## src/common/lut_pkg.sv

```systemverilog
// lut_pkg with PIO bus widths, address map fields and lookup table geometry
package lut_pkg;

	// PIO bus
	localparam int PIO_NBITS = 32;      // host address and data word width
	localparam int PIO_ADDR_MSB = 15;   // highest address bit the decoder looks at

	// address map
	// byte address, tables are word addressed starting at bit 2
	localparam int ADDR_WORD_LSB = 2;

	// key table below this bit, action table above
	localparam int TBL_SEL_BIT = 12;

	// bits from here up to PIO_ADDR_MSB must be zero for a table hit
	localparam int MAP_LSB = TBL_SEL_BIT + 1;

	// table geometry
	// key table is 2**KEY_NBITS deep, IDX_NBITS wide
	localparam int KEY_NBITS = 6;       // lookup key width

	// action table is 2**IDX_NBITS deep, ACT_NBITS wide
	localparam int IDX_NBITS = 5;       // action index width
	localparam int ACT_NBITS = 20;      // action word width

	// key table spans 256 bytes, action table 128 bytes
	// both fit well inside one 4 KB select window

endpackage

```

## src/common/pio_if.sv

```systemverilog
// pio_if interface, one table's PIO select, strobes, data and acknowledge
`timescale 1ns/1ps

interface pio_if #(
	parameter int WIDTH = lut_pkg::PIO_NBITS // data width of the table behind it
);

	// request side, driven by the decoder
	logic [lut_pkg::PIO_NBITS-1:0] addr;   // byte address from host
	logic [WIDTH-1:0] din;                 // write data, already cut to table width
	logic rd;                              // one-cycle read strobe
	logic wr;                              // one-cycle write strobe
	logic ms;                              // this table is addressed

	// response side, driven by the table
	logic ack;                             // clk_div aligned acknowledge
	logic [lut_pkg::PIO_NBITS-1:0] rdata;  // zero-extended read data, held

	modport host (
		output addr,
		output din,
		output rd,
		output wr,
		output ms,
		input  ack,
		input  rdata
	);

	modport mem (
		input  addr,
		input  din,
		input  rd,
		input  wr,
		input  ms,
		output ack,
		output rdata
	);

endinterface

```

## src/pio_mem/ram_1r1w.sv

```systemverilog
// ram_1r1w, simple dual-port block RAM with registered read
`timescale 1ns/1ps

module ram_1r1w #(
	parameter int WIDTH = 20,
	parameter int DEPTH_NBITS = 1
) (
	input  logic clk,
	input  logic wr,
	input  logic [DEPTH_NBITS-1:0] waddr,
	input  logic [DEPTH_NBITS-1:0] raddr,
	input  logic [WIDTH-1:0] din,
	output logic [WIDTH-1:0] dout
);

	logic [WIDTH-1:0] mem [0:(1<<DEPTH_NBITS)-1];

	// same-address read and write returns the old word
	always_ff @(posedge clk) begin
		if (wr) begin
			mem[waddr] <= din;
		end
		dout <= mem[raddr];     // read register, maps onto the bram output latch
	end

endmodule

```

## src/pio_mem/pio_mem_bram_wo.sv

```systemverilog
// pio_mem_bram_wo, PIO table with shared read port, lookup priority and saved host read
`timescale 1ns/1ps

module pio_mem_bram_wo #(
	parameter int WIDTH = 20,        // table word width
	parameter int DEPTH_NBITS = 1    // log2 of table depth
) (
	input  logic clk,
	input  logic rst,
	input  logic clk_div,
	input  logic app_mem_rd,                     // lookup read request, one cycle
	input  logic [DEPTH_NBITS-1:0] app_mem_raddr,
	pio_if.mem bus,
	output logic wr_active,                      // write mirror, one cycle after the write
	output logic [DEPTH_NBITS-1:0] wr_addr,
	output logic [WIDTH-1:0] wr_data,
	output logic app_mem_ack,
	output logic [WIDTH-1:0] app_mem_rdata
);

	logic [DEPTH_NBITS-1:0] host_addr;   // word address of the host access
	logic [WIDTH-1:0] ram_wdata;
	logic [DEPTH_NBITS-1:0] ram_raddr;
	logic [WIDTH-1:0] ram_rdata;
	logic ram_wr;
	logic ram_rd;

	logic app_rd_d1;                     // lookup owns the read port this cycle
	logic [DEPTH_NBITS-1:0] app_raddr_d1;
	logic rd_save;                       // host read lost arbitration, still owed
	logic [DEPTH_NBITS-1:0] save_addr;   // host may drop reg_addr after its strobe
	logic rd_go;                         // host read gets the ram this cycle
	logic rd_go_d1;                      // host read data on ram_rdata
	logic n_mem_ack;                     // ack armed, waiting for clk_div

	assign host_addr = bus.addr[lut_pkg::ADDR_WORD_LSB +: DEPTH_NBITS];
	assign ram_wdata = bus.din;
	assign ram_wr = bus.ms & bus.wr;
	assign ram_rd = bus.ms & bus.rd;

	// lookup first, then an owed host read, else the live host address
	assign ram_raddr = app_rd_d1 ? app_raddr_d1 : rd_save ? save_addr : host_addr;
	assign rd_go = ~app_rd_d1 & (ram_rd | rd_save);

	// lookup data straight off the registered ram output
	assign app_mem_rdata = ram_rdata;

	always_ff @(posedge clk) begin
		if (rst) begin
			app_rd_d1 <= 1'b0;
			app_mem_ack <= 1'b0;
			rd_save <= 1'b0;
			rd_go_d1 <= 1'b0;
			n_mem_ack <= 1'b0;
			bus.ack <= 1'b0;
			wr_active <= 1'b0;
		end else begin
			app_rd_d1 <= app_mem_rd;
			app_mem_ack <= app_rd_d1;         // lines up with ram_rdata
			// collision sets it, the first free cycle serves and clears it
			rd_save <= (app_rd_d1 & ram_rd) ? 1'b1 : ~app_rd_d1 ? 1'b0 : rd_save;
			rd_go_d1 <= rd_go;
			n_mem_ack <= (ram_wr | rd_go_d1) ? 1'b1 : clk_div ? 1'b0 : n_mem_ack;
			bus.ack <= clk_div ? n_mem_ack : bus.ack;  // moves on clk_div only
			wr_active <= ram_wr;
		end
	end

	always_ff @(posedge clk) begin
		app_raddr_d1 <= app_mem_raddr;
		if (app_rd_d1 & ram_rd) begin
			save_addr <= host_addr;
		end
		if (rd_go_d1) begin
			bus.rdata <= {{(lut_pkg::PIO_NBITS-WIDTH){1'b0}}, ram_rdata};  // held till next read
		end
		wr_addr <= host_addr;
		wr_data <= ram_wdata;
	end

	// host writes never wait, the write port is private
	ram_1r1w #(
		.WIDTH(WIDTH),
		.DEPTH_NBITS(DEPTH_NBITS)
	) ram_i (
		.clk(clk),
		.wr(ram_wr),
		.waddr(host_addr),
		.raddr(ram_raddr),
		.din(ram_wdata),
		.dout(ram_rdata)
	);

endmodule

```

## src/pio_decode.sv

```systemverilog
// pio_decode, host address decode into table selects with ack and read data merge
`timescale 1ns/1ps

module pio_decode (
	input  logic clk,
	input  logic rst,
	input  logic clk_div,                          // one-cycle host bus enable
	input  logic [lut_pkg::PIO_NBITS-1:0] reg_addr,
	input  logic [lut_pkg::PIO_NBITS-1:0] reg_din,
	input  logic reg_rd,
	input  logic reg_wr,
	output logic pio_ack,
	output logic [lut_pkg::PIO_NBITS-1:0] pio_rdata,
	pio_if.host key_bus,
	pio_if.host act_bus
);

	logic mapped;     // address falls in one of the two tables
	logic host_req;   // any host strobe this cycle
	logic unm_req;    // strobe to a hole in the map
	logic unm_pend;   // unmapped access waiting for clk_div
	logic unm_ack;    // locally generated acknowledge
	logic src_act;    // last access went to the action table
	logic src_unm;    // last access hit nothing

	// upper window bits must be clear, bits above PIO_ADDR_MSB are ignored
	assign mapped = (reg_addr[lut_pkg::PIO_ADDR_MSB:lut_pkg::MAP_LSB] == '0);
	assign host_req = reg_rd | reg_wr;
	assign unm_req = host_req & ~mapped;

	// both tables see the same cycle, only ms differs
	assign key_bus.addr = reg_addr;
	assign key_bus.din = reg_din[$bits(key_bus.din)-1:0];  // table keeps its own width
	assign key_bus.rd = reg_rd;
	assign key_bus.wr = reg_wr;
	assign key_bus.ms = mapped & ~reg_addr[lut_pkg::TBL_SEL_BIT];

	assign act_bus.addr = reg_addr;
	assign act_bus.din = reg_din[$bits(act_bus.din)-1:0];
	assign act_bus.rd = reg_rd;
	assign act_bus.wr = reg_wr;
	assign act_bus.ms = mapped & reg_addr[lut_pkg::TBL_SEL_BIT];

	// remember the target so its rdata stays on pio_rdata until the next request
	always_ff @(posedge clk) begin
		if (rst) begin
			src_act <= 1'b0;
			src_unm <= 1'b0;
		end else if (host_req) begin
			src_act <= reg_addr[lut_pkg::TBL_SEL_BIT];
			src_unm <= ~mapped;
		end
	end

	// unmapped access, same clk_div stretch as the tables use
	always_ff @(posedge clk) begin
		if (rst) begin
			unm_pend <= 1'b0;
			unm_ack <= 1'b0;
		end else begin
			unm_pend <= unm_req ? 1'b1 : clk_div ? 1'b0 : unm_pend;  // set wins over clear
			unm_ack <= clk_div ? unm_pend : unm_ack;                 // rise, then fall a div later
		end
	end

	// only the addressed target ever acks, so an or is enough
	assign pio_ack = key_bus.ack | act_bus.ack | unm_ack;

	always_comb begin
		if (src_unm) begin
			pio_rdata = '0;               // holes read as zero
		end else if (src_act) begin
			pio_rdata = act_bus.rdata;
		end else begin
			pio_rdata = key_bus.rdata;
		end
	end

endmodule

```

## src/app_lookup.sv

```systemverilog
// app_lookup, chained key then action table lookup with key delay line
`timescale 1ns/1ps

module app_lookup #(
	parameter int KEY_NBITS = 6,
	parameter int IDX_NBITS = 5,
	parameter int ACT_NBITS = 20
) (
	input  logic clk,
	input  logic rst,
	input  logic lookup_req,                    // one key per cycle, no stall
	input  logic [KEY_NBITS-1:0] lookup_key_in,
	output logic key_rd,                        // key table read port
	output logic [KEY_NBITS-1:0] key_raddr,
	input  logic key_ack,
	input  logic [IDX_NBITS-1:0] key_rdata,     // action index
	output logic act_rd,                        // action table read port
	output logic [IDX_NBITS-1:0] act_raddr,
	input  logic act_ack,
	input  logic [ACT_NBITS-1:0] act_rdata,
	output logic lookup_valid,
	output logic [KEY_NBITS-1:0] lookup_key,
	output logic [ACT_NBITS-1:0] lookup_action
);

	localparam int DLY = 4;                      // keys in flight

	logic [KEY_NBITS-1:0] key_dly [DLY];         // key riding alongside its result

	// first stage, key goes straight at the key table
	assign key_rd = lookup_req;
	assign key_raddr = lookup_key_in;

	// second stage, returned index chains into the action table same cycle
	assign act_rd = key_ack;
	assign act_raddr = key_rdata;

	// plain shift line, validity comes back through the ack chain
	always_ff @(posedge clk) begin
		key_dly[0] <= lookup_key_in;
		for (int i = 1; i < DLY; i++) begin
			key_dly[i] <= key_dly[i-1];
		end
	end

	// result register, 4 edges after the key was taken
	always_ff @(posedge clk) begin
		if (rst) begin
			lookup_valid <= 1'b0;
		end else begin
			lookup_valid <= act_ack;
		end
	end

	always_ff @(posedge clk) begin
		lookup_key <= key_dly[DLY-1];   // tail of the line meets act_rdata here
		lookup_action <= act_rdata;
	end

endmodule

```

## src/lut_top.sv

```systemverilog
// lut_top, PIO decoder, key and action tables and lookup pipeline
`timescale 1ns/1ps

module lut_top #(
	parameter int KEY_NBITS = lut_pkg::KEY_NBITS,
	parameter int IDX_NBITS = lut_pkg::IDX_NBITS,
	parameter int ACT_NBITS = lut_pkg::ACT_NBITS
) (
	input  logic clk,
	input  logic rst,
	input  logic clk_div,
	input  logic [lut_pkg::PIO_NBITS-1:0] reg_addr,
	input  logic [lut_pkg::PIO_NBITS-1:0] reg_din,
	input  logic reg_rd,
	input  logic reg_wr,
	input  logic lookup_req,
	input  logic [KEY_NBITS-1:0] lookup_key_in,
	output logic pio_ack,
	output logic [lut_pkg::PIO_NBITS-1:0] pio_rdata,
	output logic lookup_valid,
	output logic [KEY_NBITS-1:0] lookup_key,
	output logic [ACT_NBITS-1:0] lookup_action
);

	pio_if #(.WIDTH(IDX_NBITS)) key_bus ();   // host side of the key table
	pio_if #(.WIDTH(ACT_NBITS)) act_bus ();   // host side of the action table

	logic key_rd;
	logic [KEY_NBITS-1:0] key_raddr;
	logic key_ack;
	logic [IDX_NBITS-1:0] key_rdata;
	logic act_rd;
	logic [IDX_NBITS-1:0] act_raddr;
	logic act_ack;
	logic [ACT_NBITS-1:0] act_rdata;

	pio_decode pio_decode_i (
		.clk(clk), .rst(rst), .clk_div(clk_div),
		.reg_addr(reg_addr), .reg_din(reg_din), .reg_rd(reg_rd), .reg_wr(reg_wr),
		.pio_ack(pio_ack), .pio_rdata(pio_rdata),
		.key_bus(key_bus), .act_bus(act_bus)
	);

	// key -> action index, write mirror left open
	pio_mem_bram_wo #(.WIDTH(IDX_NBITS), .DEPTH_NBITS(KEY_NBITS)) key_tbl_i (
		.clk(clk), .rst(rst), .clk_div(clk_div),
		.app_mem_rd(key_rd), .app_mem_raddr(key_raddr), .bus(key_bus),
		.wr_active(), .wr_addr(), .wr_data(),
		.app_mem_ack(key_ack), .app_mem_rdata(key_rdata)
	);

	// action index -> action word
	pio_mem_bram_wo #(.WIDTH(ACT_NBITS), .DEPTH_NBITS(IDX_NBITS)) act_tbl_i (
		.clk(clk), .rst(rst), .clk_div(clk_div),
		.app_mem_rd(act_rd), .app_mem_raddr(act_raddr), .bus(act_bus),
		.wr_active(), .wr_addr(), .wr_data(),
		.app_mem_ack(act_ack), .app_mem_rdata(act_rdata)
	);

	app_lookup #(.KEY_NBITS(KEY_NBITS), .IDX_NBITS(IDX_NBITS), .ACT_NBITS(ACT_NBITS)) app_lookup_i (
		.clk(clk), .rst(rst), .lookup_req(lookup_req), .lookup_key_in(lookup_key_in),
		.key_rd(key_rd), .key_raddr(key_raddr), .key_ack(key_ack), .key_rdata(key_rdata),
		.act_rd(act_rd), .act_raddr(act_raddr), .act_ack(act_ack), .act_rdata(act_rdata),
		.lookup_valid(lookup_valid), .lookup_key(lookup_key), .lookup_action(lookup_action)
	);

endmodule

```

## config.mk

```make
export PLATFORM = sky130hd
export DESIGN_NAME = lut_top
export DESIGN_NICKNAME = d
export VERILOG_FILES = /design/src/common/lut_pkg.sv /design/src/common/pio_if.sv /design/src/pio_mem/ram_1r1w.sv /design/src/pio_mem/pio_mem_bram_wo.sv /design/src/pio_decode.sv /design/src/app_lookup.sv /design/src/lut_top.sv
export SDC_FILE = /design/constraint.sdc
export NUM_CORES = 1
export LEC_CHECK = 0
export BUFFER_PORTS_ARGS = -buffer_cell sky130_fd_sc_hd__buf_2
export CORE_MARGIN = 5
export CORE_UTILIZATION = 61
export DETAILED_ROUTE_END_ITERATION = 10
export PLACE_DENSITY_LB_ADDON = 0.1
export SLEW_MARGIN = 5
export SYNTH_ARGS = -nofsm -noshare
export SYNTH_HDL_FRONTEND = slang
export SYNTH_SLANG_ARGS = --single-unit
```

## constraint.sdc

```tcl
create_clock -name clk -period 3.9 [get_ports clk]
set_input_delay 1.17 -clock clk [delete_from_list [all_inputs] [get_ports clk]]
set_output_delay 1.17 -clock clk [all_outputs]
set_load 0.02 [all_outputs]
```

==> out/results.txt, run 1 <==
Setup Buffers After CTS = 0
Top cell type's share of synthesized area = 72.6%
Die H = 270 um
Final setup skew = 21.7 ps
Cell taking the most area after synthesis = edfxtp_1
Final Critical Period = 3160 ps
Clock Pin Slew Worst Setup and Hold Paths = 60 ps
Mapped Area = 41200 um^2
Max Fclk = 317 MHz
Asr flop ratio synth = 0%
Max cap viols = 0
TritonCTS Sinks = 1093
Final setup TNS = 0 ps
Max IR drop VDD = 425 uV
First-pass GRT wire length = 136000 um
Clock root buffer = clkbuf_16
CP required = 2730 ps
Final nets = 2523
Port Buffers = 89
Longest Clk Path Bufs = 3
R2r setup slk = 760 ps
Vias/cell = 6.30
Post-synth EDFFs = 996
FILL cells = 4143
DIE WIDTH = 270 um
Sequential area share after synthesis = 77.3%
Ant diodes = 0
Antenna violations before repair = 3
Row Count = 95
Final setup viols = 0
Reg area = 31900 um^2
Cell Chain, Critical Path = nor2b_1 > buf_4 > and2_1 > buf_2
Pre-antenna DRT Iters = 5
Final instance area = 47000 um^2
Multi-input logic area = 8770 um^2
Hold Path Class = flip-flop to flip-flop
Total grt overflow = 0
Via count = 21.5k
CP max stage cell = dfxtp_1
Number of routed nets with antenna violations = 0
Hold Violations, Final = 0
Synth top area cells = edfxtp_1, mux4_2, dfxtp_1, a21oi_1, mux2_2
Worst slew margin = 29.8%
YS warnings = 0
Status = complete, no violations
IO Count = 136
Vias in the first global route = 22.0k
CTS Hold Buffers Added = 0
Post-route DRC = 0
Worst hold path depth = 0
Yosys cell types = 38
Initial DRC count = 2215
R2R depth = 9
Critical Path Start = pio_decode_i.src_act
Worst hold start = app_lookup_i.key_dly[1][2]
Final HPWL DP = 53100 um
Die ar. = 72800 um^2
Layout cell share with drive strength beyond 1 = 25.4%
Critical R2R Capture = key_tbl_i.ram_i.dout[3]
GRT Overall Usage = 24.8%
Actual slew at the worst max-slew pin = 1050 ps
Clock Latency Late Sink = 660 ps
Hold endpoint = app_lookup_i.key_dly[2][2]
Synth Area per Inst = 18.1 um^2
Total CTS buffers = 107
Initial Utilization = 61.4%
CP Capture Type = output pin
Resized Gates After CTS = 0
Worst r2r src = key_tbl_i.app_rd_d1
PwrDens = 537 nW/um^2
Max Transition Viols Final = 0
Placed inst area = 43300 um^2
FF+latch count, synth = 1093
Routed wire length = 90600 um
Slowest cell delay on critical path = 510 ps
Area grow syn2layout = 14.1%
Largest net degree at the start of global routing = 97
Prevailing post-synth register cell = edfxtp_1
WL/cell = 26.6 um
Cell leakage power = 15.3 nW
Crit Path Class = flip-flop to output pin
H-tree levels = 3
Final Cycle Share = 80.9%
CP Max Fanout = 15
Final Wtd Congestion = 0.853
Critical Path AT = 1990 ps
Crit path launch type = flip-flop
Unrepaired setup endpoints after global routing = false
Post-Synthesis Cells = 2272
CTS tree = built
Core area = 67000 um^2
cells by family after synthesis:
kind of cell / synth area share (%)
flip-flops: 77.3
AND/OR/NAND/NOR: 4.10
AO/OA/AOI/OAI: 5.14
multiplexers: 11.6
buffers and inverters: 1.81
other: 0.00911
layout make-up:
cell class	count	area share (%)
flip-flops and latches	1093	67.8
multi-input cells	1041	18.7
clock buffers	145	6.48
repair buffers	202	3.34
well taps	873	2.32
clock inverters	54	1.42
inverters	2	0.0160
synth_stat cells, types with 14 or more instances:
cell / count
a22oi_1: 29
buf_4: 23
mux4_2: 160
mux2i_1: 26
and2_1: 16
nor3_1: 14
a21oi_1: 183
dfxtp_1: 97
a221oi_1: 48
edfxtp_1: 996
a211oi_1: 19
mux2_2: 80
buf_2: 38
nor2_1: 155
nand2_1: 217
clkbuf_1: 71
o22ai_1: 44
per-layer routing:
metal	vias up	GRT usage (%)	part of all wire [%]
li1	9326	-	-
met1	11100	33.7	39
met2	904	41.6	50
met3	187	4.34	7.0
met4	2	8.52	3.7
met5	-	0	0.014
through the flow:
| stage | util [%] | power, mW | instances | hold slack (ps) | setup slack [ps] |
|---|---|---|---|---|---|
| finish | 70.1 | 25.3 | 3410 | 318 | 743 |
| global route | 70.1 | 26.1 | 3410 | 327 | 557 |
| CTS | 70.1 | 25.4 | 3410 | 319 | 710 |
| detailed placement | 64.6 | 14.9 | 3211 | 312 | 285 |
| global placement | 64.6 | 14.8 | 3211 | 310 | 324 |
| floorplan | - | 14.2 | 2283 | 310 | 600 |
worst max-delay path by stage:
stage | to | slack, ps | cells past startpoint
after global placement | key_tbl_i.ram_i.dout[1] | 320 | 11
final | pio_rdata[11] | 740 | 4
after global routing | key_tbl_i.ram_i.dout[3] | 560 | 9
after floorplan | act_tbl_i.ram_i.mem[10][0] | 600 | 4
after detailed placement | key_tbl_i.ram_i.dout[3] | 290 | 10
after CTS | pio_rdata[13] | 710 | 4
flip-flops by register name, summed over array words and instances, names as in the netlist, 6 cells and up:
name,flops
app_lookup_i.key_dly,24
act_tbl_i.ram_i.mem,640
act_tbl_i.ram_i.dout,20
app_lookup_i.lookup_action,20
app_lookup_i.lookup_key,6
key_tbl_i.ram_i.mem,320
act_tbl_i.bus.rdata,20
key_tbl_i.save_addr,6
cells in the final DEF, fill, tap and decap left out, types with 15 or more instances in the layout:
cell	count
a211oi_1	19
a21oi_1	180
a221oi_1	48
a22oi_1	29
and2_1	16
buf_12	22
buf_2	89
buf_4	91
bufinv_16	15
clkbuf_1	21
clkbuf_16	112
clkinv_1	18
dfxtp_1	97
edfxtp_1	996
mux2_2	80
mux2i_1	26
mux4_2	160
nand2_1	217
nor2_1	123
nor2_2	32
o22ai_1	44
report_power, final:
group	total (mW)	internal, mW	leakage (nW)	switching [mW]
Combinational	1.62	0.629	3.74	0.988
Clock	10.7	6.45	1.82	4.20
Sequential	13.0	12.9	9.76	0.0803
Total	25.3	20.0	15.3	5.27
critical path, delay by kind of cell, from the launching register on:
kind | cells | cell delay (ps)
flops | 1 | 510
buf+inv | 2 | 450
simple gates | 2 | 360
Note: power is estimated with default switching activity, not from simulation.
==> run 2: changes to the inputs <==
ABC_AREA = 1   (was not set)
CORE_UTILIZATION = 62   (was 61)
clock period = 2.95 ns   (was 3.9 ns; I/O delays follow)
==> run 2 against run 1 <==
Net effect:
- sequential share of layout area decreased by 5.1 points
- synthesized cell count increased by 67%
- register-to-register slack lost 330 ps
- worst setup slack got worse by 650 ps
- sequential power up 32%
- core utilization increased by 0.97 points
- total power grew 32%
- die area is 6.5% higher
- clock power is 27% higher
- clock skew fell by 0.52 ps
- synthesized area increased by 8.5%
- global-route usage is 2.0 points higher
- critical path type unchanged
- largest power group unchanged
==> out/results.txt, run 2 <==
Cell family with most CP delay = flip-flops
Actual slew at the worst max-slew pin = 963 ps
Registers with the most flip-flops = act_tbl_i.ram_i.mem (640), key_tbl_i.ram_i.mem (320), app_lookup_i.key_dly (24)
Setup Buffers After CTS = 0
Max Transition Viols Final = 0
Initial DRC count = 2890
Worst r2r src = key_tbl_i.app_rd_d1
Synth top area cells = edfxtp_1, nand3_1, nand2_1, dfxtp_1, inv_1
FILL cells = 4809
Final setup skew = 21.2 ps
Critical Path AT = 1970 ps
Final Wtd Congestion = 0.939
Status = complete, no violations
Top cell type's share of synthesized area = 67.0%
Total grt overflow = 0
Cell Chain, Critical Path = inv_1 > nand2_1 > a21oi_1 > buf_2
Row Count = 98
Sw Ratio = 22.8%
Final nets = 3987
Max Fclk = 350 MHz
Synth cell count leaders = edfxtp_1, nand2_1, nand3_1
Sw power = 7.58 mW
Longest Clk Path Bufs = 3
Most frequent cell after synthesis = edfxtp_1
Hold Path Class = flip-flop to flip-flop
Synth Area per Inst = 11.8 um^2
Layout cell share with drive strength beyond 1 = 13.6%
R2R depth = 10
Hold Violations, Final = 0
Crit Path Class = flip-flop to output pin
TritonCTS Sinks = 1093
Critical Path Start = pio_decode_i.src_act
Clk pwr share = 40.7%
Die H = 278 um
Crit path launch type = flip-flop
Flop pwr share = 51.6%
Clock Pin Slew Worst Setup and Hold Paths = 60 ps
CTS tree = built
Vias in the first global route = 28.1k
Asr flop ratio synth = 0%
Pre-antenna DRT Iters = 5
Die ar. = 77500 um^2
Worst hold start = app_lookup_i.key_dly[1][5]
WL/cell = 21.2 um
Vias/cell = 5.78
Area grow syn2layout = 13.8%
Core area = 71500 um^2
WP depth = 4
Multi-input logic area = 9860 um^2
Clock root buffer = clkbuf_16
Max cap viols = 0
Yosys cell types = 36
Most frequent cells in the layout = edfxtp_1, nand2_1, nand3_1
CP Max Fanout = 6
First-pass GRT wire length = 161000 um
GRT Overall Usage = 26.8%
Internal power = 25.7 mW
Max reg flops = 640
Initial Utilization = 62.5%
Post-synth EDFFs = 996
Slowest cell delay on critical path = 520 ps
Hold WS = 317 ps
IO Count = 136
Final HPWL DP = 64000 um
Final setup viols = 0
Commonest non-fill, non-tap cell in the layout = edfxtp_1
Antenna violations before repair = 4
CTS Hold Buffers Added = 0
Cell leakage power = 19.2 nW
Sequential area share after synthesis = 71.3%
R2r setup slk = 430 ps
Worst slew margin = 35.8%
Number of routed nets with antenna violations = 0
Worst hold path depth = 0
Final setup TNS = 0 ps
Final Cycle Share = 96.8%
CP required = 2070 ps
DIE WIDTH = 278 um
Largest Register = act_tbl_i.ram_i.mem
Largest net degree at the start of global routing = 81
Comb power frac = 7.7%
Post-route DRC = 0
Cell taking the most area after synthesis = edfxtp_1
Port Buffers = 89
Final core utilization = 71.1%
CP max stage cell = dfxtp_1
Mapped Area = 44700 um^2
Routed wire length = 105000 um
FF+latch count, synth = 1093
Reg area = 31900 um^2
PwrDens = 655 nW/um^2
H-tree levels = 3
Clock Latency Late Sink = 680 ps
Final Critical Period = 2860 ps
CP Capture Type = output pin
YS warnings = 0
Unrepaired setup endpoints after global routing = false
Total CTS buffers = 108
Buf+Inv Stages, Crit Path = 2
Post-Synthesis Cells = 3787
Max IR drop VDD = 523 uV
Via count = 28.7k
Prevailing post-synth register cell = edfxtp_1
-- run 2: cell type report --
class | count | share of cell area [%]
clock buffers | 146 | 6.14
inverters | 484 | 3.60
well taps | 950 | 2.34
repair buffers | 240 | 4.94
multi-input cells | 1984 | 19.4
diodes | 2 | 0.00985
flip-flops and latches | 1093 | 62.7
clock inverters | 56 | 0.913
-- run 2: metal layers --
metal / track usage (%) / up-vias / part of all wire [%]
li1: - / 13300 / -
met1: 35.6 / 13900 / 39
met2: 45.4 / 1213 / 50
met3: 4.14 / 263 / 7.2
met4: 10.3 / 2 / 4.1
met5: 0 / - / 0.019
-- run 2: metrics by stage --
| step | cell area [um^2] | instances | worst slack (ps) | power (mW) |
|---|---|---|---|---|
| floorplan | 44700 | 3798 | 97.2 | 19.0 |
| global placement | 47200 | 4751 | 176 | 20.0 |
| detailed placement | 47200 | 4751 | 141 | 20.0 |
| CTS | 50800 | 4953 | 31.8 | 33.5 |
| global route | 50800 | 4953 | 40.0 | 34.4 |
| finish | 50800 | 4955 | 94.7 | 33.3 |
-- run 2: cells by family after synthesis --
logic type,after synthesis,share of synthesized area [%]
other,1,0.00840
DFF,1093,71.3
and+or+nand+nor,1581,15.9
AOI/OAI and AO/OA,391,5.73
buffers and inverters,721,7.03
-- run 2: power groups by stage --
stage	combinational [mW]	clock [mW]	sequential (mW)
after floorplan	1.49	0	17.5
after global placement	2.47	0	17.5
after detailed placement	2.53	0	17.5
after CTS	2.55	13.7	17.2
after global routing	2.77	14.4	17.2
final	2.55	13.6	17.2
-- run 2: final timing paths --
check,end
hold / removal,app_lookup_i.key_dly[2][5]
hold reg to reg,app_lookup_i.key_dly[2][5]
setup reg to reg,key_tbl_i.ram_i.dout[1]
setup / recovery,pio_rdata[1]
-- run 2: worst register-to-register path: stages (launching register included) --
cell      delay (ps)
dfxtp_1          320
inv_2            180
or2_2            190
buf_4            730
nand3b_1         230
nand3_1          130
nand3_1          100
nand3_1          140
nand3_1          160
nand3_1          150
nand2_1           80
-- run 2: what timing repair did --
action / 4_1_cts / 5_1_grt
setup endpoints to repair: 11 / 2
resized for setup: 1 / 2
gates cloned: 0 / 0
